===== src/gt_reset_pkg.sv =====
// Timing constants, sequencer state enums and GT channel control and status structs
`default_nettype none

package gt_reset_pkg;

    // PLL reset hold time in control clock cycles
    localparam int QPLL_RESET_CYCLES = 16;

    // Channel GT reset pulse length
    localparam int GT_RESET_CYCLES = 16;

    // Receive side wait for CDR lock before the GT reset is rerun
    localparam int CDR_TIMEOUT_CYCLES = 64;

    // Delay from reset done to user reset release
    localparam int RST_STRETCH_CYCLES = 4;

    // Sequencer counter width
    localparam int CNT_W = 8;

    // Quad PLL sequencer states
    typedef enum logic [1:0] {
        QPLL_RESET,
        QPLL_WAIT_LOCK,
        QPLL_LOCKED
    } qpll_state_e;

    // Channel sequencer states, CH_WAIT_CDR is receive only
    typedef enum logic [2:0] {
        CH_WAIT_PLL,
        CH_RESET,
        CH_WAIT_CLK,
        CH_WAIT_DONE,
        CH_WAIT_CDR,
        CH_DONE
    } chan_state_e;

    // Sequencer to GT channel
    typedef struct packed {
        logic gt_reset;
        logic prgdiv_reset;
        logic userrdy;
    } gt_chan_ctrl_t;

    // GT channel to sequencer
    typedef struct packed {
        logic reset_done;
        logic prgdiv_reset_done;
        logic userclk_active;
        // Receive only, tied high on transmit
        logic cdr_lock;
    } gt_chan_stat_t;

endpackage

`default_nettype wire

===== src/gt_reset_ctrl.sv =====
// Transceiver reset controller top level with PLL and channel sequencers
`timescale 1ns/1ps
`default_nettype none

module gt_reset_ctrl (
    input  wire logic                        xcvr_ctrl_clk,
    input  wire logic                        arst_n,

    // Quad PLL
    output wire logic                        gt_qpll_reset,
    input  wire logic                        gt_qpll_lock,

    // GT channel
    output wire gt_reset_pkg::gt_chan_ctrl_t gt_tx_ctrl,
    input  wire gt_reset_pkg::gt_chan_stat_t gt_tx_stat,
    output wire gt_reset_pkg::gt_chan_ctrl_t gt_rx_ctrl,
    input  wire gt_reset_pkg::gt_chan_stat_t gt_rx_stat,

    // User side
    input  wire logic                        tx_rst_in,
    input  wire logic                        rx_rst_in,
    output wire logic                        tx_reset_done,
    output wire logic                        rx_reset_done,
    output wire logic                        tx_rst_out,
    output wire logic                        rx_rst_out
);

wire logic qpll_locked;

qpll_reset_seq u_qpll_reset_seq (
    .xcvr_ctrl_clk(xcvr_ctrl_clk),
    .arst_n(arst_n),
    .gt_qpll_lock(gt_qpll_lock),
    .gt_qpll_reset(gt_qpll_reset),
    .qpll_locked(qpll_locked)
);

gt_tx_reset_seq u_gt_tx_reset_seq (
    .xcvr_ctrl_clk(xcvr_ctrl_clk),
    .arst_n(arst_n),
    .qpll_locked(qpll_locked),
    .rst_in(tx_rst_in),
    .gt_stat(gt_tx_stat),
    .gt_ctrl(gt_tx_ctrl),
    .reset_done(tx_reset_done),
    .rst_out(tx_rst_out)
);

gt_rx_reset_seq u_gt_rx_reset_seq (
    .xcvr_ctrl_clk(xcvr_ctrl_clk),
    .arst_n(arst_n),
    .qpll_locked(qpll_locked),
    .rst_in(rx_rst_in),
    .gt_stat(gt_rx_stat),
    .gt_ctrl(gt_rx_ctrl),
    .reset_done(rx_reset_done),
    .rst_out(rx_rst_out)
);

endmodule

`default_nettype wire


===== src/gt_rx_reset_seq.sv =====
// Receive channel reset state machine with CDR lock timeout and user reset stretcher
`timescale 1ns/1ps
`default_nettype none

module gt_rx_reset_seq (
    input  wire logic                       xcvr_ctrl_clk,
    input  wire logic                       arst_n,

    input  wire logic                       qpll_locked,
    input  wire logic                       rst_in,

    input  wire gt_reset_pkg::gt_chan_stat_t gt_stat,
    output gt_reset_pkg::gt_chan_ctrl_t      gt_ctrl,

    output logic                            reset_done,
    output logic                            rst_out
);

gt_reset_pkg::chan_state_e state;

logic [gt_reset_pkg::CNT_W-1:0] cnt;
logic [gt_reset_pkg::CNT_W-1:0] cdr_cnt;
logic [gt_reset_pkg::RST_STRETCH_CYCLES-1:0] rst_sr;

always_ff @(posedge xcvr_ctrl_clk or negedge arst_n) begin
    if (!arst_n) begin
        state <= gt_reset_pkg::CH_WAIT_PLL;
        cnt <= '0;
        cdr_cnt <= '0;
        gt_ctrl <= '{gt_reset: 1'b1, prgdiv_reset: 1'b1, userrdy: 1'b0};
        reset_done <= 1'b0;
    end else if (state != gt_reset_pkg::CH_WAIT_PLL && !qpll_locked) begin
        // PLL dropped out, park until it relocks
        state <= gt_reset_pkg::CH_WAIT_PLL;
        gt_ctrl <= '{gt_reset: 1'b1, prgdiv_reset: 1'b1, userrdy: 1'b0};
        reset_done <= 1'b0;
    end else if (state != gt_reset_pkg::CH_WAIT_PLL && rst_in) begin
        state <= gt_reset_pkg::CH_RESET;
        cnt <= '0;
        gt_ctrl <= '{gt_reset: 1'b1, prgdiv_reset: 1'b1, userrdy: 1'b0};
        reset_done <= 1'b0;
    end else begin
        case (state)
            gt_reset_pkg::CH_WAIT_PLL: begin
                if (qpll_locked) begin
                    state <= gt_reset_pkg::CH_RESET;
                    cnt <= '0;
                end
            end
            gt_reset_pkg::CH_RESET: begin
                cnt <= cnt + 1'b1;
                if (int'(cnt) == gt_reset_pkg::GT_RESET_CYCLES - 1) begin
                    state <= gt_reset_pkg::CH_WAIT_CLK;
                    gt_ctrl.gt_reset <= 1'b0;
                    gt_ctrl.prgdiv_reset <= 1'b0;
                end
            end
            gt_reset_pkg::CH_WAIT_CLK: begin
                if (gt_stat.prgdiv_reset_done && gt_stat.userclk_active) begin
                    state <= gt_reset_pkg::CH_WAIT_DONE;
                    gt_ctrl.userrdy <= 1'b1;
                end
            end
            gt_reset_pkg::CH_WAIT_DONE: begin
                if (gt_stat.reset_done) begin
                    state <= gt_reset_pkg::CH_WAIT_CDR;
                    cdr_cnt <= '0;
                end
            end
            gt_reset_pkg::CH_WAIT_CDR: begin
                cdr_cnt <= cdr_cnt + 1'b1;
                if (gt_stat.cdr_lock) begin
                    state <= gt_reset_pkg::CH_DONE;
                    reset_done <= 1'b1;
                end else if (int'(cdr_cnt) == gt_reset_pkg::CDR_TIMEOUT_CYCLES - 1) begin
                    // No CDR lock in time, rerun the GT reset pulse
                    state <= gt_reset_pkg::CH_RESET;
                    cnt <= '0;
                    gt_ctrl <= '{gt_reset: 1'b1, prgdiv_reset: 1'b1, userrdy: 1'b0};
                end
            end
            gt_reset_pkg::CH_DONE: begin
                state <= gt_reset_pkg::CH_DONE;
            end
            default: begin
                state <= gt_reset_pkg::CH_WAIT_PLL;
            end
        endcase
    end
end

// User reset release delayed behind reset done
always_ff @(posedge xcvr_ctrl_clk or negedge arst_n) begin
    if (!arst_n) begin
        rst_sr <= '1;
    end else if (!reset_done || rst_in) begin
        rst_sr <= '1;
    end else begin
        rst_sr <= rst_sr << 1;
    end
end

assign rst_out = rst_sr[gt_reset_pkg::RST_STRETCH_CYCLES-1];

// Done only ever follows a CDR lock seen while waiting for it
assert property (@(posedge xcvr_ctrl_clk) disable iff (!arst_n)
    $rose(reset_done) |-> $past(state == gt_reset_pkg::CH_WAIT_CDR && gt_stat.cdr_lock));

endmodule

`default_nettype wire


===== src/gt_tx_reset_seq.sv =====
// Transmit channel reset state machine with user reset stretcher
`timescale 1ns/1ps
`default_nettype none

module gt_tx_reset_seq (
    input  wire logic                       xcvr_ctrl_clk,
    input  wire logic                       arst_n,

    input  wire logic                       qpll_locked,
    input  wire logic                       rst_in,

    input  wire gt_reset_pkg::gt_chan_stat_t gt_stat,
    output gt_reset_pkg::gt_chan_ctrl_t      gt_ctrl,

    output logic                            reset_done,
    output logic                            rst_out
);

gt_reset_pkg::chan_state_e state;

logic [gt_reset_pkg::CNT_W-1:0] cnt;
logic [gt_reset_pkg::RST_STRETCH_CYCLES-1:0] rst_sr;

always_ff @(posedge xcvr_ctrl_clk or negedge arst_n) begin
    if (!arst_n) begin
        state <= gt_reset_pkg::CH_WAIT_PLL;
        cnt <= '0;
        gt_ctrl <= '{gt_reset: 1'b1, prgdiv_reset: 1'b1, userrdy: 1'b0};
        reset_done <= 1'b0;
    end else if (state != gt_reset_pkg::CH_WAIT_PLL && !qpll_locked) begin
        // PLL dropped out, park until it relocks
        state <= gt_reset_pkg::CH_WAIT_PLL;
        gt_ctrl <= '{gt_reset: 1'b1, prgdiv_reset: 1'b1, userrdy: 1'b0};
        reset_done <= 1'b0;
    end else if (state != gt_reset_pkg::CH_WAIT_PLL && rst_in) begin
        state <= gt_reset_pkg::CH_RESET;
        cnt <= '0;
        gt_ctrl <= '{gt_reset: 1'b1, prgdiv_reset: 1'b1, userrdy: 1'b0};
        reset_done <= 1'b0;
    end else begin
        case (state)
            gt_reset_pkg::CH_WAIT_PLL: begin
                if (qpll_locked) begin
                    state <= gt_reset_pkg::CH_RESET;
                    cnt <= '0;
                end
            end
            gt_reset_pkg::CH_RESET: begin
                cnt <= cnt + 1'b1;
                if (int'(cnt) == gt_reset_pkg::GT_RESET_CYCLES - 1) begin
                    state <= gt_reset_pkg::CH_WAIT_CLK;
                    gt_ctrl.gt_reset <= 1'b0;
                    gt_ctrl.prgdiv_reset <= 1'b0;
                end
            end
            gt_reset_pkg::CH_WAIT_CLK: begin
                // Divider out of reset and user clock running
                if (gt_stat.prgdiv_reset_done && gt_stat.userclk_active) begin
                    state <= gt_reset_pkg::CH_WAIT_DONE;
                    gt_ctrl.userrdy <= 1'b1;
                end
            end
            gt_reset_pkg::CH_WAIT_DONE: begin
                if (gt_stat.reset_done) begin
                    state <= gt_reset_pkg::CH_DONE;
                    reset_done <= 1'b1;
                end
            end
            gt_reset_pkg::CH_DONE: begin
                state <= gt_reset_pkg::CH_DONE;
            end
            default: begin
                state <= gt_reset_pkg::CH_WAIT_PLL;
            end
        endcase
    end
end

// User reset release delayed behind reset done
always_ff @(posedge xcvr_ctrl_clk or negedge arst_n) begin
    if (!arst_n) begin
        rst_sr <= '1;
    end else if (!reset_done || rst_in) begin
        rst_sr <= '1;
    end else begin
        rst_sr <= rst_sr << 1;
    end
end

assign rst_out = rst_sr[gt_reset_pkg::RST_STRETCH_CYCLES-1];

assert property (@(posedge xcvr_ctrl_clk) disable iff (!arst_n)
    gt_ctrl.userrdy |-> !gt_ctrl.gt_reset);

assert property (@(posedge xcvr_ctrl_clk) disable iff (!arst_n)
    reset_done |-> gt_ctrl.userrdy);

endmodule

`default_nettype wire


===== src/qpll_reset_seq.sv =====
// Quad PLL reset state machine with lock tracking
`timescale 1ns/1ps
`default_nettype none

module qpll_reset_seq (
    input  wire logic xcvr_ctrl_clk,
    input  wire logic arst_n,

    input  wire logic gt_qpll_lock,
    output logic      gt_qpll_reset,

    output logic      qpll_locked
);

gt_reset_pkg::qpll_state_e state;

logic [gt_reset_pkg::CNT_W-1:0] cnt;

always_ff @(posedge xcvr_ctrl_clk or negedge arst_n) begin
    if (!arst_n) begin
        state <= gt_reset_pkg::QPLL_RESET;
        cnt <= '0;
        gt_qpll_reset <= 1'b1;
        qpll_locked <= 1'b0;
    end else begin
        case (state)
            gt_reset_pkg::QPLL_RESET: begin
                // Hold the PLL in reset for the full count
                cnt <= cnt + 1'b1;
                if (int'(cnt) == gt_reset_pkg::QPLL_RESET_CYCLES - 1) begin
                    state <= gt_reset_pkg::QPLL_WAIT_LOCK;
                    gt_qpll_reset <= 1'b0;
                end
            end
            gt_reset_pkg::QPLL_WAIT_LOCK: begin
                if (gt_qpll_lock) begin
                    state <= gt_reset_pkg::QPLL_LOCKED;
                    qpll_locked <= 1'b1;
                end
            end
            gt_reset_pkg::QPLL_LOCKED: begin
                // Lock lost, start over
                if (!gt_qpll_lock) begin
                    state <= gt_reset_pkg::QPLL_RESET;
                    cnt <= '0;
                    gt_qpll_reset <= 1'b1;
                    qpll_locked <= 1'b0;
                end
            end
            default: begin
                state <= gt_reset_pkg::QPLL_RESET;
                cnt <= '0;
                gt_qpll_reset <= 1'b1;
                qpll_locked <= 1'b0;
            end
        endcase
    end
end

assert property (@(posedge xcvr_ctrl_clk) disable iff (!arst_n)
    !(qpll_locked && gt_qpll_reset));

endmodule

`default_nettype wire


===== config.mk =====
export PLATFORM = sky130hd
export DESIGN_NAME = gt_reset_ctrl
export DESIGN_NICKNAME = d
export VERILOG_FILES = /design/src/gt_reset_pkg.sv /design/src/gt_reset_ctrl.sv /design/src/gt_rx_reset_seq.sv /design/src/gt_tx_reset_seq.sv /design/src/qpll_reset_seq.sv
export SDC_FILE = /design/constraint.sdc
export NUM_CORES = 1
export LEC_CHECK = 0
export BUFFER_PORTS_ARGS = -buffer_cell sky130_fd_sc_hd__buf_4
export CORE_ASPECT_RATIO = 1.25
export CORE_MARGIN = 5
export CORE_UTILIZATION = 39
export DETAILED_ROUTE_END_ITERATION = 8
export PLACE_DENSITY = 0.54
export SLEW_MARGIN = 20
export SYNTH_ARGS = -nofsm -noshare
export SYNTH_HDL_FRONTEND = slang
export SYNTH_SLANG_ARGS = --single-unit

===== constraint.sdc =====
create_clock -name xcvr_ctrl_clk -period 2.35 [get_ports xcvr_ctrl_clk]
set_clock_uncertainty 0.15 [all_clocks]
set_input_delay 0.47 -clock xcvr_ctrl_clk [delete_from_list [all_inputs] [get_ports xcvr_ctrl_clk]]
set_output_delay 0.47 -clock xcvr_ctrl_clk [all_outputs]
set_load 0.005 [all_outputs]

### Yosys cells after proc, flatten, opt, wreduce, memory -nomap -nowiden

Index checks and enable logic that the tools add are counted.

| operators by class | value |
|---|---|
| muxes and demuxes | 60 |
| equal/unequal tests | 34 |
| reductions and logical operators | 44 |
| add/subtract/negate cells | 4 |
| bitwise gates (word level) | 5 |

Operator list:

| operator | number |
|---|---|
| 3-bit 2-to-1 mux | 19 |
| 8-bit 2-to-1 mux | 7 |
| 8-bit one-hot mux with 3 select lines | 2 |
| 3-bit nonzero test | 11 |
| 8-bit by 1-bit adder with 8-bit output, second input constant | 4 |
| 8-bit one-hot mux with 2 select lines | 2 |
| 8-bit by 5-bit == test with 1-bit output, second input constant | 3 |
| 4-bit by 1-bit inequality test with 1-bit output, second input constant | 5 |
| 4-bit by 2-bit inequality test with 1-bit output, second input constant | 5 |
| 3-bit one-hot mux with 6 select lines | 1 |
| 4-bit AND reduction | 4 |
| 1-bit 2-to-1 mux | 15 |
| 3-bit one-hot mux with 5 select lines | 1 |
| 3-bit by 2-bit == test with 1-bit output, second input constant | 4 |
| 2-bit 2-to-1 mux | 6 |
| 3-bit AND reduction | 4 |
| 4-bit nonzero test | 3 |
| 2-bit AND reduction | 5 |
| 5-bit AND reduction | 2 |
| 3-bit == test, second input constant | 3 |
| 3-bit by 2-bit inequality test with 1-bit output, second input constant | 3 |
| 8-bit by 7-bit == test with 1-bit output, second input constant | 1 |
| 4-bit 2-to-1 mux | 2 |
| 3-bit by 1-bit == test with 1-bit output, second input constant | 2 |
| 17 further kinds | 33 |

| word-level totals | value |
|---|---|
| register bits after elaboration | 58 |
| word-level logic and storage cells | 166 |
| output and inout bits | 11 |

### Logic depth before layout (Yosys ltp)

Gate-level depths: netlist of the first run.

| depth | value |
|---|---|
| depth after elaboration | 6 |
| mapped depth | 6 |
| gate-level depth less buffers | 5 |

### Hierarchy

A second synthesis of the first run with hierarchy kept.

| unflattened totals | value |
|---|---|
| cells, all modules | 329 |
| area, all modules | 3101.7 um^2 |

Modules (own cells, without submodules):

| module | area an instance (um^2) | times used | cells an instance | seq. area each (um^2) |
|---|---|---|---|---|
| gt_rx_reset_seq | 1462.7 | 1 | 157 | 656.9 |
| gt_tx_reset_seq | 1024.7 | 1 | 113 | 456.7 |
| qpll_reset_seq | 614.3 | 1 | 59 | 301.5 |

### Worst setup path after synthesis of the first run

No wires, ideal clock.

| timing | value |
|---|---|
| path kind | input port to flip-flop |
| from | input rx_rst_in |
| to | register u_gt_rx_reset_seq.state[0] |
| data arrival time | 1.740 ns |
| buffers on the path | 2 |
| slack | 0.349 ns |
| cell stages on the path | 6 |
| library setup time | 0.110 ns |
| data required time | 2.090 ns |
| cell sequence | buf_2 > or4b_2 > buf_2 > a211oi_2 > o21ai_0 > o41ai_1 |

| on the way | value |
|---|---|
| longest elaborated chain between the ends | 3 |
| elaborated cells on any way between the ends | 9 |

Ends and longest elaborated chain:

| element | line | RTL |
|---|---|---|
| start, declared | gt_reset_ctrl.sv:21 | `input wire logic rx_rst_in,` |
| 1-bit logical AND * | gt_rx_reset_seq.sv:37 | `end else if (state != gt_reset_pkg::CH_WAIT_PLL && rst_in) begin` |
| 5-bit by 2-bit inequality test with 1-bit output (no source line), or another cell as far along | n/a |  |
| 5-bit AND reduction (no source line) / 3-bit 2-to-1 mux (equally long branches) | n/a |  |
| end signal, assigned | gt_rx_reset_seq.sv:34 | `state <= gt_reset_pkg::CH_WAIT_PLL;` |
| end signal, assigned | gt_rx_reset_seq.sv:38 | `state <= gt_reset_pkg::CH_RESET;` |
| end signal, assigned | gt_rx_reset_seq.sv:46 | `state <= gt_reset_pkg::CH_RESET;` |
| end, declared | gt_rx_reset_seq.sv:19 | `gt_reset_pkg::chan_state_e state;` |

Mark *: on every way between the ends. The rest lies on a longest branch, timed or not.
A chain may end at the register's enable or synchronous reset.

### Worst setup path in the final report of the first run

| timing | value |
|---|---|
| from | register u_gt_rx_reset_seq.state[2] |
| to | register u_gt_rx_reset_seq.state[0] |

| on the way | value |
|---|---|
| longest elaborated chain between the ends | 4 |
| elaborated cells on any way between the ends | 18 |

Ends and longest elaborated chain:

| element | line | RTL |
|---|---|---|
| start signal, assigned | gt_rx_reset_seq.sv:27 | `state <= gt_reset_pkg::CH_WAIT_PLL;` |
| start signal, assigned | gt_rx_reset_seq.sv:34 |  |
| start signal, assigned | gt_rx_reset_seq.sv:38 |  |
| 3-bit == test, or another cell as far along | gt_rx_reset_seq.sv:43 | `case (state)` |
| 3-bit one-hot mux with 6 select lines, or another cell as far along | gt_rx_reset_seq.sv:43 |  |
| 3-bit 2-to-1 mux, or another cell as far along | gt_rx_reset_seq.sv:37 |  |
| 3-bit 2-to-1 mux / 5-bit AND reduction (equally long branches) | n/a |  |

Parallel ways exist; a longest one is shown, timed or not.

==> flow_summary_export.csv, run 1 <==
group,metric,value,unit
yosys,postSynthCellCount,329,
detailed_routing,dr_total_vias,2487,
clock_tree,cts-hold-fix-buffers,0,
final_layout,final_core_util,45.25,%
yosys,synthesis.area_per_instance,9.390,µm²
timing,fmax,479.3,MHz
min_path,hold_class,"in -> async",
timing,report.final.hold_viol_count,0,
detailed_routing,routedWlPerCell,14.28,µm
clock_tree,tritoncts,"yes",
timing,final.min_clock_period,2.086,ns
yosys,synth-seq-cells,56,
yosys,synth_xor_xnor_area_share,1.134,%
floorplan,floorplan.core_area,7747,µm²
clock_tree,clk_latency,0.30,ns
final_layout,number_of_antenna_cells_inserted,0,
pwr,total_power,0.002617,W
place,numPortBuffers,22,
yosys,synth_top_area_share,36.45,%
floorplan,area_enclosed_by_the_die_boundary,9812,µm²
timing,layout_setup_ws,0.2636,ns
setup_path,endpoint_kind,"register",
setup_path,worstSetupPathType,"reg -> reg",
pwr,power.density_cell_area,746.6,nW/µm²
global_routing,grt_pass1_wl,11050,µm
final_layout,layout.nets,367,
setup_path,crit_path_cells,"or3b_1 -> buf_4 -> a2111o_1 -> o311ai_0 -> o41ai_1",
timing,period_share,88.78,%
yosys,netlist_top_cells_area,"sky130_fd_sc_hd__dfrtp_1 36%, sky130_fd_sc_hd__dfstp_2 9.4%, sky130_fd_sc_hd__o21ai_0 4.7%, sky130_fd_sc_hd__nand2_1 4.1%, sky130_fd_sc_hd__nand2b_1 2.6%",
yosys,mappedNetlistArea,3089,µm²
yosys,synthMuxAreaShare,2.268,%
yosys,synthesis.yosys.warnings,0,
clock_tree,cts.root.buffer_cell,"sky130_fd_sc_hd__clkbuf_8",
detailed_routing,route.detailed.drc,0,
floorplan,floorplan.die.width,89.61,µm
yosys,synth_fa_ha_area_share,1.944,%
final_layout,drive_gt1_share,17.66,%
yosys,postSynthNetCount,346,
clock_tree,cts.path.max_buffers,2,
detailed_routing,postRouteAntennaNets,0,
yosys,largest_area_contributor_in_the_netlist,"sky130_fd_sc_hd__dfrtp_1",
timing,tightestPinTransition,0.6915,ns
global_routing,global_route.overflow_total,0,
timing,slew_hr,53.90,%
clock_tree,ctsHtreeMaxLevel,2,
clock_tree,cts_sinks,56,
yosys,predominant_post_synthesis_flop_cell,"sky130_fd_sc_hd__dfrtp_1",
floorplan,std_cell_rows,36,
place,detailed_placement_hpwl,4546,µm
global_routing,grt_pass1_vias,2357,
setup_path,crit_path_top_delay_cell,"sky130_fd_sc_hd__dfrtp_1",
detailed_routing,routed_via_density,5.576,
yosys,post_synth_num_cell_types,65,
setup_path,worstPathRequired,2.37,ns
detailed_routing,dr.first_iter.drc_count,81,
yosys,synth_top_family_by_area,"simple AND/OR/NAND/NOR gates",
floorplan,top_level_ports,24,
yosys,seq_area_frac_synth,45.81,%
pwr,p_leak,1.461,nW
timing,final.setup.tns,0,ns
place,pre_cts_slack,0.2652,ns
timing,finalSetupViolations,0,
pwr,max-vdd-ir-drop,0.3447,mV
setup_path,cpPeakStageDelay,0.47,ns
flow_run,maxCapViolCount,0,
run_status,run_status,"finished, final reports clean",
yosys,asyncSetResetFlopFracSynth,100.0,%
detailed_routing,drtPass1Iterations,4,
final_layout,area_growth_syn_to_layout,13.49,%
global_routing,pin_count_of_the_biggest_net_entering_global_routing,57,
yosys,synth-edff-count,0,
setup_path,critPathMaxFanout,8,
detailed_routing,route.final.wire_length,6370,µm
floorplan,initial_core_util,39.87,%
floorplan,dieHeight,109.5,µm
clock_tree,post-cts-setup-buffers,0,
yosys,yosys.area_share.simple,23.01,%
setup_path,arrival,2.10,ns
global_routing,antenna_found_initial,0,
timing,grt_setup_unrepaired,"false",
timing,hold-worst-slack,0.05842,ns
place,place_congestion,0.7968,
global_routing,track_usage,13.93,%
clock_tree,clk_pin_slew_worst_paths,0.10,ns
yosys,synth_compound_gate_area_share,21.47,%
setup_path,kind_of_start_point_of_the_critical_path,"register",
timing,report.final.slew_viol_count,0,
clock_tree,post_cts.resized_instances,0,
clock_tree,numCtsBuffers,5,
[cell usage after synthesis (3+ instances only)]
cell type	count
sky130_fd_sc_hd__nor3b_1	3
sky130_fd_sc_hd__nor3_1	4
sky130_fd_sc_hd__a22oi_1	3
sky130_fd_sc_hd__nand2b_1	13
sky130_fd_sc_hd__a22o_1	3
sky130_fd_sc_hd__nor4_1	5
sky130_fd_sc_hd__o41ai_1	3
sky130_fd_sc_hd__nand3_1	14
sky130_fd_sc_hd__nor2_1	20
sky130_fd_sc_hd__dfrtp_1	45
sky130_fd_sc_hd__buf_2	3
sky130_fd_sc_hd__ha_1	4
sky130_fd_sc_hd__and3_1	7
sky130_fd_sc_hd__inv_1	9
sky130_fd_sc_hd__a21oi_1	11
sky130_fd_sc_hd__nor2b_1	10
sky130_fd_sc_hd__xnor2_1	3
sky130_fd_sc_hd__clkbuf_1	14
sky130_fd_sc_hd__nand2_1	34
sky130_fd_sc_hd__a31oi_1	5
sky130_fd_sc_hd__mux2i_1	7
sky130_fd_sc_hd__o31ai_1	10
sky130_fd_sc_hd__o21ai_0	29
sky130_fd_sc_hd__o2bb2ai_1	3
sky130_fd_sc_hd__dfstp_2	11
sky130_fd_sc_hd__or4_1	3
[sequential cells by signal, summed over array words and instances (netlist names)]
register / count
u_gt_rx_reset_seq.rst_sr: 4
u_gt_rx_reset_seq.cnt: 8
u_qpll_reset_seq.qpll_locked: 1
u_gt_rx_reset_seq.cdr_cnt: 8
u_gt_rx_reset_seq.reset_done: 1
u_gt_tx_reset_seq.reset_done: 1
u_gt_tx_reset_seq.cnt: 8
u_gt_tx_reset_seq.state: 3
u_gt_tx_reset_seq.gt_ctrl: 2
u_qpll_reset_seq.cnt: 8
u_gt_rx_reset_seq.state: 3
u_gt_tx_reset_seq.rst_sr: 4
u_gt_rx_reset_seq.gt_ctrl: 2
u_qpll_reset_seq.state: 2
u_qpll_reset_seq.gt_qpll_reset: 1
[critical path: cells and delay by family (launching register included)]
| kind | cells | cell delay (ns) |
|---|---|---|
| compound gates | 3 | 0.69 |
| flops | 1 | 0.47 |
| simple gates | 1 | 0.44 |
| buf+inv | 1 | 0.19 |
[layout by cell type, fill, tap and decap left out, types with 4 or more instances in the layout]
cell and n:
sky130_fd_sc_hd__o21ai_0 29, sky130_fd_sc_hd__a21oi_1 11, sky130_fd_sc_hd__a31oi_1 5, sky130_fd_sc_hd__o31ai_1 10, sky130_fd_sc_hd__buf_4 35, sky130_fd_sc_hd__and3_1 7
sky130_fd_sc_hd__nand3_1 14, sky130_fd_sc_hd__nor3_1 4, sky130_fd_sc_hd__nor2_1 20, sky130_fd_sc_hd__ha_1 4, sky130_fd_sc_hd__dfstp_2 11, sky130_fd_sc_hd__nor4_1 5
sky130_fd_sc_hd__clkbuf_8 5, sky130_fd_sc_hd__nand2_1 34, sky130_fd_sc_hd__inv_1 9, sky130_fd_sc_hd__nand2b_1 13, sky130_fd_sc_hd__mux2i_1 7, sky130_fd_sc_hd__nor2b_1 10
sky130_fd_sc_hd__dfrtp_1 45
[layer usage]
layer  global-route usage (%)  routed length, µm
met1                    18.73               2962
met5                        0                  0
met3                    2.774                219
met2                    22.75               3132
met4                    3.617                 55
[logic make-up after synthesis]
group | after synthesis
AOI/OAI and AO/OA | 95
xor gates and xnor gates | 4
adders and majority gates | 5
buffers and inverters | 31
DFF | 56
muxes | 7
and+or+nand+nor | 131
[cell type report]
type / instances / area, µm²
Inverter: 10 / 37.54
Multi-Input combinational cell: 242 / 1539
Tap cell: 95 / 118.9
Fill cell: 781 / 4242
Timing Repair Buffer: 35 / 262.8
Sequential cell: 56 / 1415
Clock inverter: 2 / 60.06
Clock buffer: 6 / 72.57
[worst paths after layout]
path / cells after the start / slack, ns / start / end
min in group xcvr_ctrl_clk: 2 / 0.26 / gt_qpll_lock / u_qpll_reset_seq.qpll_locked$_DFFE_PN0P_
max in group asynchronous: 1 / 1.54 / arst_n / u_gt_rx_reset_seq.cdr_cnt[7]$_DFFE_PN0P_
worst max register to register: 5 / 0.26 / u_gt_rx_reset_seq.state[2]$_DFFE_PN0P_ / u_gt_rx_reset_seq.state[0]$_DFFE_PN0P_
worst max-delay path: 5 / 0.26 / u_gt_rx_reset_seq.state[2]$_DFFE_PN0P_ / u_gt_rx_reset_seq.state[0]$_DFFE_PN0P_
worst min register to register: 1 / 0.33 / u_qpll_reset_seq.cnt[7]$_DFFE_PN0P_ / u_qpll_reset_seq.cnt[7]$_DFFE_PN0P_
worst min-delay path: 1 / 0.06 / arst_n / u_gt_tx_reset_seq.cnt[6]$_DFFE_PN0P_
[through the flow]
stage          cell area, µm²  std cells
6_report                 3506        446
5_1_grt                  3506        446
4_1_cts                  3506        446
3_5_place_dp             3373        438
3_3_place_gp             3373        438
2_1_floorplan            3089        329
[power by group]
group	total [W]	switching, W	leakage, nW	internal, W
clock network	0.000724	0.000298	0.0654	0.000426
registers	0.00129	0.000183	0.724	0.00111
logic	0.000604	0.000317	0.672	0.000286
Power figures use the tool's default switching activity.
==> inputs of run 2 (changes only) <==
--- a/config.mk
+++ b/config.mk
@@ -6,7 +6,7 @@
 export NUM_CORES = 1
 export LEC_CHECK = 0
 export BUFFER_PORTS_ARGS = -buffer_cell sky130_fd_sc_hd__buf_4
-export CORE_ASPECT_RATIO = 1.25
+export CORE_ASPECT_RATIO = 1.75
 export CORE_MARGIN = 5
 export CORE_UTILIZATION = 39
 export DETAILED_ROUTE_END_ITERATION = 8
@@ -15,3 +15,4 @@
 export SYNTH_ARGS = -nofsm -noshare
 export SYNTH_HDL_FRONTEND = slang
 export SYNTH_SLANG_ARGS = --single-unit
+export TNS_END_PERCENT = 1
==> flow_summary_export.csv, run 2 (synthesis results as in run 1) <==
group,metric,value,unit
setup_path,worstPathRequired,2.36,ns
setup_path,endpoint_kind,"register",
timing,grt_setup_unrepaired,"false",
detailed_routing,dr.first_iter.drc_count,142,
clock_tree,cts.path.max_buffers,2,
clock_tree,ctsHtreeMaxLevel,2,
final_layout,layout.nets,367,
floorplan,initial_core_util,39.33,%
final_layout,number_of_antenna_cells_inserted,0,
min_path,hold_class,"in -> async",
setup_path,worstSetupPathType,"reg -> reg",
floorplan,top_level_ports,24,
timing,slew_hr,52.57,%
detailed_routing,route.detailed.drc,0,
clock_tree,post_cts.resized_instances,0,
global_routing,grt_pass1_vias,2558,
timing,report.final.hold_viol_count,0,
setup_path,crit-reg2reg-launch,"u_gt_rx_reset_seq.state[2]$_DFFE_PN0P_",
clock_tree,numCtsBuffers,5,
place,numPortBuffers,22,
clock_tree,clk_pin_slew_worst_paths,0.07,ns
detailed_routing,postRouteAntennaNets,0,
place,detailed_placement_hpwl,4676,µm
final_layout,drive_gt1_share,17.38,%
setup_path,crit_path_top_delay_cell,"sky130_fd_sc_hd__dfrtp_1",
timing,hold-worst-slack,0.06778,ns
floorplan,floorplan.core_area,7855,µm²
setup_path,arrival,2.02,ns
pwr,power.density_cell_area,751.7,nW/µm²
floorplan,std_cell_rows,43,
detailed_routing,dr_total_vias,2533,
final_layout,most_common_library_cell_in_the_layout_ignoring_fill_and_taps,"sky130_fd_sc_hd__dfrtp_1",
clock_tree,cts-hold-fix-buffers,0,
timing,layout_setup_ws,0.3443,ns
timing,final.min_clock_period,2.006,ns
floorplan,dieHeight,127.7,µm
detailed_routing,drtPass1Iterations,4,
timing,final.setup.tns,0,ns
setup_path,kind_of_start_point_of_the_critical_path,"register",
final_layout,layout.cells.most_common_list,"45 x sky130_fd_sc_hd__dfrtp_1, 35 x sky130_fd_sc_hd__buf_4, 34 x sky130_fd_sc_hd__nand2_1",
global_routing,global_route.overflow_total,0,
clock_tree,tritoncts,"yes",
pwr,p_leak,1.464,nW
detailed_routing,route.final.wire_length,6668,µm
floorplan,area_enclosed_by_the_die_boundary,9871,µm²
detailed_routing,routedWlPerCell,15.12,µm
clock_tree,cts.root.buffer_cell,"sky130_fd_sc_hd__clkbuf_16",
flow_run,maxCapViolCount,0,
floorplan,floorplan.die.width,77.28,µm
global_routing,track_usage,14.16,%
place,pre_cts_slack,0.2763,ns
timing,period_share,85.35,%
timing,finalSetupViolations,0,
pwr,max-vdd-ir-drop,0.6152,mV
clock_tree,post-cts-setup-buffers,0,
clock_tree,clk_latency,0.29,ns
place,place_congestion,0.7920,
timing,report.final.slew_viol_count,0,
final_layout,area_growth_syn_to_layout,13.45,%
setup_path,timing.reg2reg.setup_slack,0.34,ns
global_routing,pin_count_of_the_biggest_net_entering_global_routing,57,
run_status,run_status,"finished, final reports clean",
global_routing,antenna_found_initial,0,
clock_tree,cts_sinks,56,
setup_path,ff2ff_path_depth,5,
setup_path,critPathMaxFanout,15,
global_routing,grt_pass1_wl,11740,µm
setup_path,worstReg2RegEnd,"u_gt_rx_reset_seq.cdr_cnt[5]$_DFFE_PN0P_",
timing,fmax,498.6,MHz
detailed_routing,routed_via_density,5.744,
final_layout,fill_cells,789,
setup_path,cpPeakStageDelay,0.45,ns
setup_path,crit_path_cells,"buf_4 -> nor3b_1 -> o21ai_1 -> o21ai_0 -> o31ai_1",
timing,tightestPinTransition,0.7115,ns
==> run 2: cell types whose count changed in the layout (fill, tap and decap cells not counted), sizes merged <==
cell    previous run  this run
clkinv             1         2
bufinv             2         0
clkbuf             6         7
==> run 2: worst max-delay path by stage <==
stage / to / startpoint / slack [ns] / cells after the start
floorplan: u_gt_rx_reset_seq.state[0]$_DFFE_PN0P_ / rx_rst_in / 0.35 / 6
global placement: u_gt_rx_reset_seq.state[0]$_DFFE_PN0P_ / rx_rst_in / 0.30 / 5
detailed placement: u_gt_rx_reset_seq.state[0]$_DFFE_PN0P_ / rx_rst_in / 0.28 / 5
CTS: u_gt_rx_reset_seq.state[2]$_DFFE_PN0P_ / u_gt_rx_reset_seq.cdr_cnt[0]$_DFFE_PN0P_ / 0.33 / 5
global route: u_gt_rx_reset_seq.cdr_cnt[5]$_DFFE_PN0P_ / u_gt_rx_reset_seq.state[2]$_DFFE_PN0P_ / 0.15 / 5
finish: u_gt_rx_reset_seq.cdr_cnt[5]$_DFFE_PN0P_ / u_gt_rx_reset_seq.state[2]$_DFFE_PN0P_ / 0.34 / 5
==> run 2: per-layer routing <==
| metal | vias to the layer above | routed length (µm) | GRT usage (%) |
|---|---|---|---|
| met4 | 0 | 133 | 5.466 |
| li1 | 1253 | - | - |
| met1 | 1227 | 2937 | 17.32 |
| met5 | - | 0 | 0 |
| met3 | 10 | 211 | 2.813 |
| met2 | 43 | 3385 | 24.28 |
==> run 2: power by group <==
part	switching (W)	leakage, nW	internal, W	total [W]
combinational	0.000310	0.672	0.000287	0.000597
clock	0.000342	0.0679	0.000396	0.000737
sequential	0.000192	0.724	0.00111	0.00130
total	0.000844	1.46	0.00179	0.00263
==> run 2: through the flow <==
step	power [W]	std cells	area [µm²]	util, %
floorplan	0.001699	329	3089	-
global placement	0.001907	433	3367	42.86
detailed placement	0.001922	433	3367	42.86
CTS	0.002674	441	3505	44.62
global route	0.002836	441	3505	44.62
finish	0.002634	441	3505	44.62
==> run 2: critical path, delay by kind of cell (launching register included) <==
kind | cells | cell delay, ns
AO/OA/AOI/OAI | 3 | 0.65
flip-flops | 1 | 0.45
buffers and inverters | 1 | 0.23
AND/OR/NAND/NOR | 1 | 0.40
==> run 2: area by class of cell <==
class | count | area, µm² | area share, %
Multi-Input combinational cell | 242 | 1539 | 43.91
Tap cell | 90 | 112.6 | 3.213
Inverter | 10 | 37.54 | 1.071
Timing Repair Buffer | 35 | 262.8 | 7.497
Clock buffer | 7 | 132.6 | 3.784
Sequential cell | 56 | 1415 | 40.38
Clock inverter | 1 | 5.005 | 0.1428
==> inputs of run 3 (changes only) <==
--- a/config.mk
+++ b/config.mk
@@ -9,8 +9,10 @@
 export CORE_ASPECT_RATIO = 1.75
 export CORE_MARGIN = 5
 export CORE_UTILIZATION = 39
+export CTS_BUF_LIST = sky130_fd_sc_hd__clkbuf_4
 export DETAILED_ROUTE_END_ITERATION = 8
 export PLACE_DENSITY = 0.54
+export SKIP_LAST_GASP = 1
 export SLEW_MARGIN = 20
 export SYNTH_ARGS = -nofsm -noshare
 export SYNTH_HDL_FRONTEND = slang
==> constraint.sdc (replaced) <==
create_clock -name xcvr_ctrl_clk -period 2.35 [get_ports xcvr_ctrl_clk]
set_clock_uncertainty 0.15 [all_clocks]
set_input_delay 0.1175 -clock xcvr_ctrl_clk [delete_from_list [all_inputs] [get_ports xcvr_ctrl_clk]]
set_output_delay 0.1175 -clock xcvr_ctrl_clk [all_outputs]
set_load 0.005 [all_outputs]
==> flow_summary_export.csv, run 3 (synthesis results as in run 1) <==
group,metric,value,unit
final_layout,area_growth_syn_to_layout,14.18,%
timing,grt_setup_unrepaired,"false",
detailed_routing,dr.first_iter.drc_count,137,
global_routing,track_usage,14.83,%
timing,period_share,90.84,%
final_layout,post_layout_nonfiller_instances,451,
place,placement.cell_area,3359,µm²
final_layout,register_area,1416,µm²
final_layout,number_of_antenna_cells_inserted,0,
detailed_routing,routed_via_density,5.643,
clock_tree,tritoncts,"yes",
place,place_congestion,0.8235,
setup_path,worstSetupPathType,"reg -> reg",
timing,slew_hr,52.98,%
setup_path,critPathMaxFanout,14,
flow_run,maxCapViolCount,0,
global_routing,use_met3,3.024,%
clock_tree,cts_sinks,56,
pwr,total_power,0.002339,W
clock_tree,numCtsBuffers,5,
clock_tree,cts.root.buffer_cell,"sky130_fd_sc_hd__clkbuf_4",
detailed_routing,dr_total_vias,2545,
final_layout,fill_cells,780,
run_status,run_status,"finished, final reports clean",
detailed_routing,drtPass1Iterations,4,
global_routing,grt_pass1_vias,2624,
setup_path,endpoint_kind,"register",
global_routing,global_route.overflow_total,0,
detailed_routing,postRouteAntennaNets,0,
pwr,power.density_cell_area,663.2,nW/µm²
final_layout,layout.nets,377,
floorplan,floorplan.die.width,77.28,µm
final_layout,multiInputGateArea,1539,µm²
timing,tightestPinTransition,0.7052,ns
final_layout,drive_gt1_share,17.17,%
global_routing,globalRouteMet1Util,17.04,%
floorplan,initial_core_util,39.33,%
setup_path,worstPathRequired,2.50,ns
timing,final.min_clock_period,2.135,ns
final_layout,final_core_util,44.90,%
clock_tree,cts.path.max_buffers,2,
pwr,p_leak,1.464,nW
detailed_routing,route.detailed.drc,0,
timing,report.final.hold_viol_count,0,
setup_path,timing.reg2reg.setup_slack,0.22,ns
setup_path,kind_of_start_point_of_the_critical_path,"register",
pwr,max-vdd-ir-drop,0.4797,mV
timing,fmax,468.5,MHz
global_routing,grt_pass1_wl,12190,µm
final_layout,finish.instance_area,3527,µm²
floorplan,std_cell_rows,43,
timing,report.final.slew_viol_count,0,
timing,final.setup.tns,0,ns
global_routing,pin_count_of_the_biggest_net_entering_global_routing,57,
timing,finalSetupViolations,0,
clock_tree,ctsHtreeMaxLevel,2,
setup_path,cp-startpoint,"u_gt_tx_reset_seq.state[0]$_DFFE_PN0P_",
clock_tree,clk_latency,0.38,ns
setup_path,arrival,2.29,ns
min_path,hold_class,"in -> async",
floorplan,dieHeight,127.7,µm
global_routing,globalRouteMet2Util,26.91,%
setup_path,crit-reg2reg-launch,"u_gt_tx_reset_seq.state[0]$_DFFE_PN0P_",
place,detailed_placement_hpwl,4731,µm
setup_path,ff2ff_path_depth,5,
setup_path,setup.worst_path.end,"u_gt_tx_reset_seq.state[1]$_DFFE_PN0P_",
floorplan,area_enclosed_by_the_die_boundary,9871,µm²
clock_tree,post-cts-setup-buffers,0,
floorplan,top_level_ports,24,
detailed_routing,routedWlPerCell,15.10,µm
setup_path,worstReg2RegEnd,"u_gt_tx_reset_seq.state[1]$_DFFE_PN0P_",
detailed_routing,route.final.wire_length,6812,µm
place,numPortBuffers,22,
global_routing,antenna_found_initial,0,
clock_tree,clk_pin_slew_worst_paths,0.16,ns
global_routing,top_usage_layer,"met2",
floorplan,floorplan.core_area,7855,µm²
final_layout,most_common_library_cell_in_the_layout_ignoring_fill_and_taps,"sky130_fd_sc_hd__dfrtp_1",
place,dpl.cell_count,432,
final_layout,layout.cells.most_common_list,"44 x sky130_fd_sc_hd__dfrtp_1, 34 x sky130_fd_sc_hd__nand2_1, 34 x sky130_fd_sc_hd__buf_4",
run 3: routing by layer:
layer  vias to the layer above  part of all wire, %
li1                       1271                    -
met1                      1234                   44
met2                        33                   52
met3                         7                  3.1
met4                         0                  1.2
met5                         -                    0
run 3: final cells by class:
type	instances	area share [%]
well taps	90	3.193
flip-flops and latches	56	40.16
multi-input cells	242	43.63
clock inverters	1	0.1064
inverters	10	1.064
repair buffers	45	10.36
clock buffers	7	1.490
run 3: worst min-delay path by stage:
stage | startpoint | to | slack, ns | cells after the start
after floorplan | arst_n | u_gt_rx_reset_seq.cdr_cnt[0]$_DFFE_PN0P_ | -0.33 | 0
after global placement | arst_n | u_gt_tx_reset_seq.cnt[6]$_DFFE_PN0P_ | 0.08 | 1
after detailed placement | arst_n | u_gt_tx_reset_seq.cnt[6]$_DFFE_PN0P_ | 0.08 | 1
after CTS | arst_n | u_gt_tx_reset_seq.cnt[6]$_DFFE_PN0P_ | 0.16 | 2
after global routing | gt_rx_stat[2] | u_gt_rx_reset_seq.state[2]$_DFFE_PN0P_ | 0.18 | 5
final | arst_n | u_gt_tx_reset_seq.gt_ctrl[0]$_DFFE_PN0P_ | 0.12 | 2
run 3: worst max-delay path, cell delays in order, from the launching register on:
cell and delay [ns]:
sky130_fd_sc_hd__dfrtp_2 0.53, sky130_fd_sc_hd__nand3b_1 0.24, sky130_fd_sc_hd__dlygate4sd3_1 0.60, sky130_fd_sc_hd__nand3_1 0.12, sky130_fd_sc_hd__nand4_1 0.12, sky130_fd_sc_hd__o32ai_1 0.28
run 3: through the flow:
stage | setup slack (ns) | hold WS, ns
final | 0.2154 | 0.1200
after global routing | 0.07025 | 0.1846
after CTS | 0.1594 | 0.1598
after detailed placement | 0.3038 | 0.07854
after global placement | 0.3730 | 0.07598
after floorplan | 0.4133 | -0.3281
run 3: power by group:
| group | switching, W | internal [W] | leakage (nW) |
|---|---|---|---|
| combinational | 0.000321 | 0.000298 | 0.708 |
| clock | 0.000291 | 0.000139 | 0.0338 |
| sequential | 0.000181 | 0.00111 | 0.723 |
| total | 0.000794 | 0.00155 | 1.46 |
run 3: repair_timing:
item | in CTS | in global routing
gates resized for setup | 0 | 1
hold endpoints to repair | 72 | 0
hold buffers | 11 | 0
endpoints found under the setup margin | 0 | 1
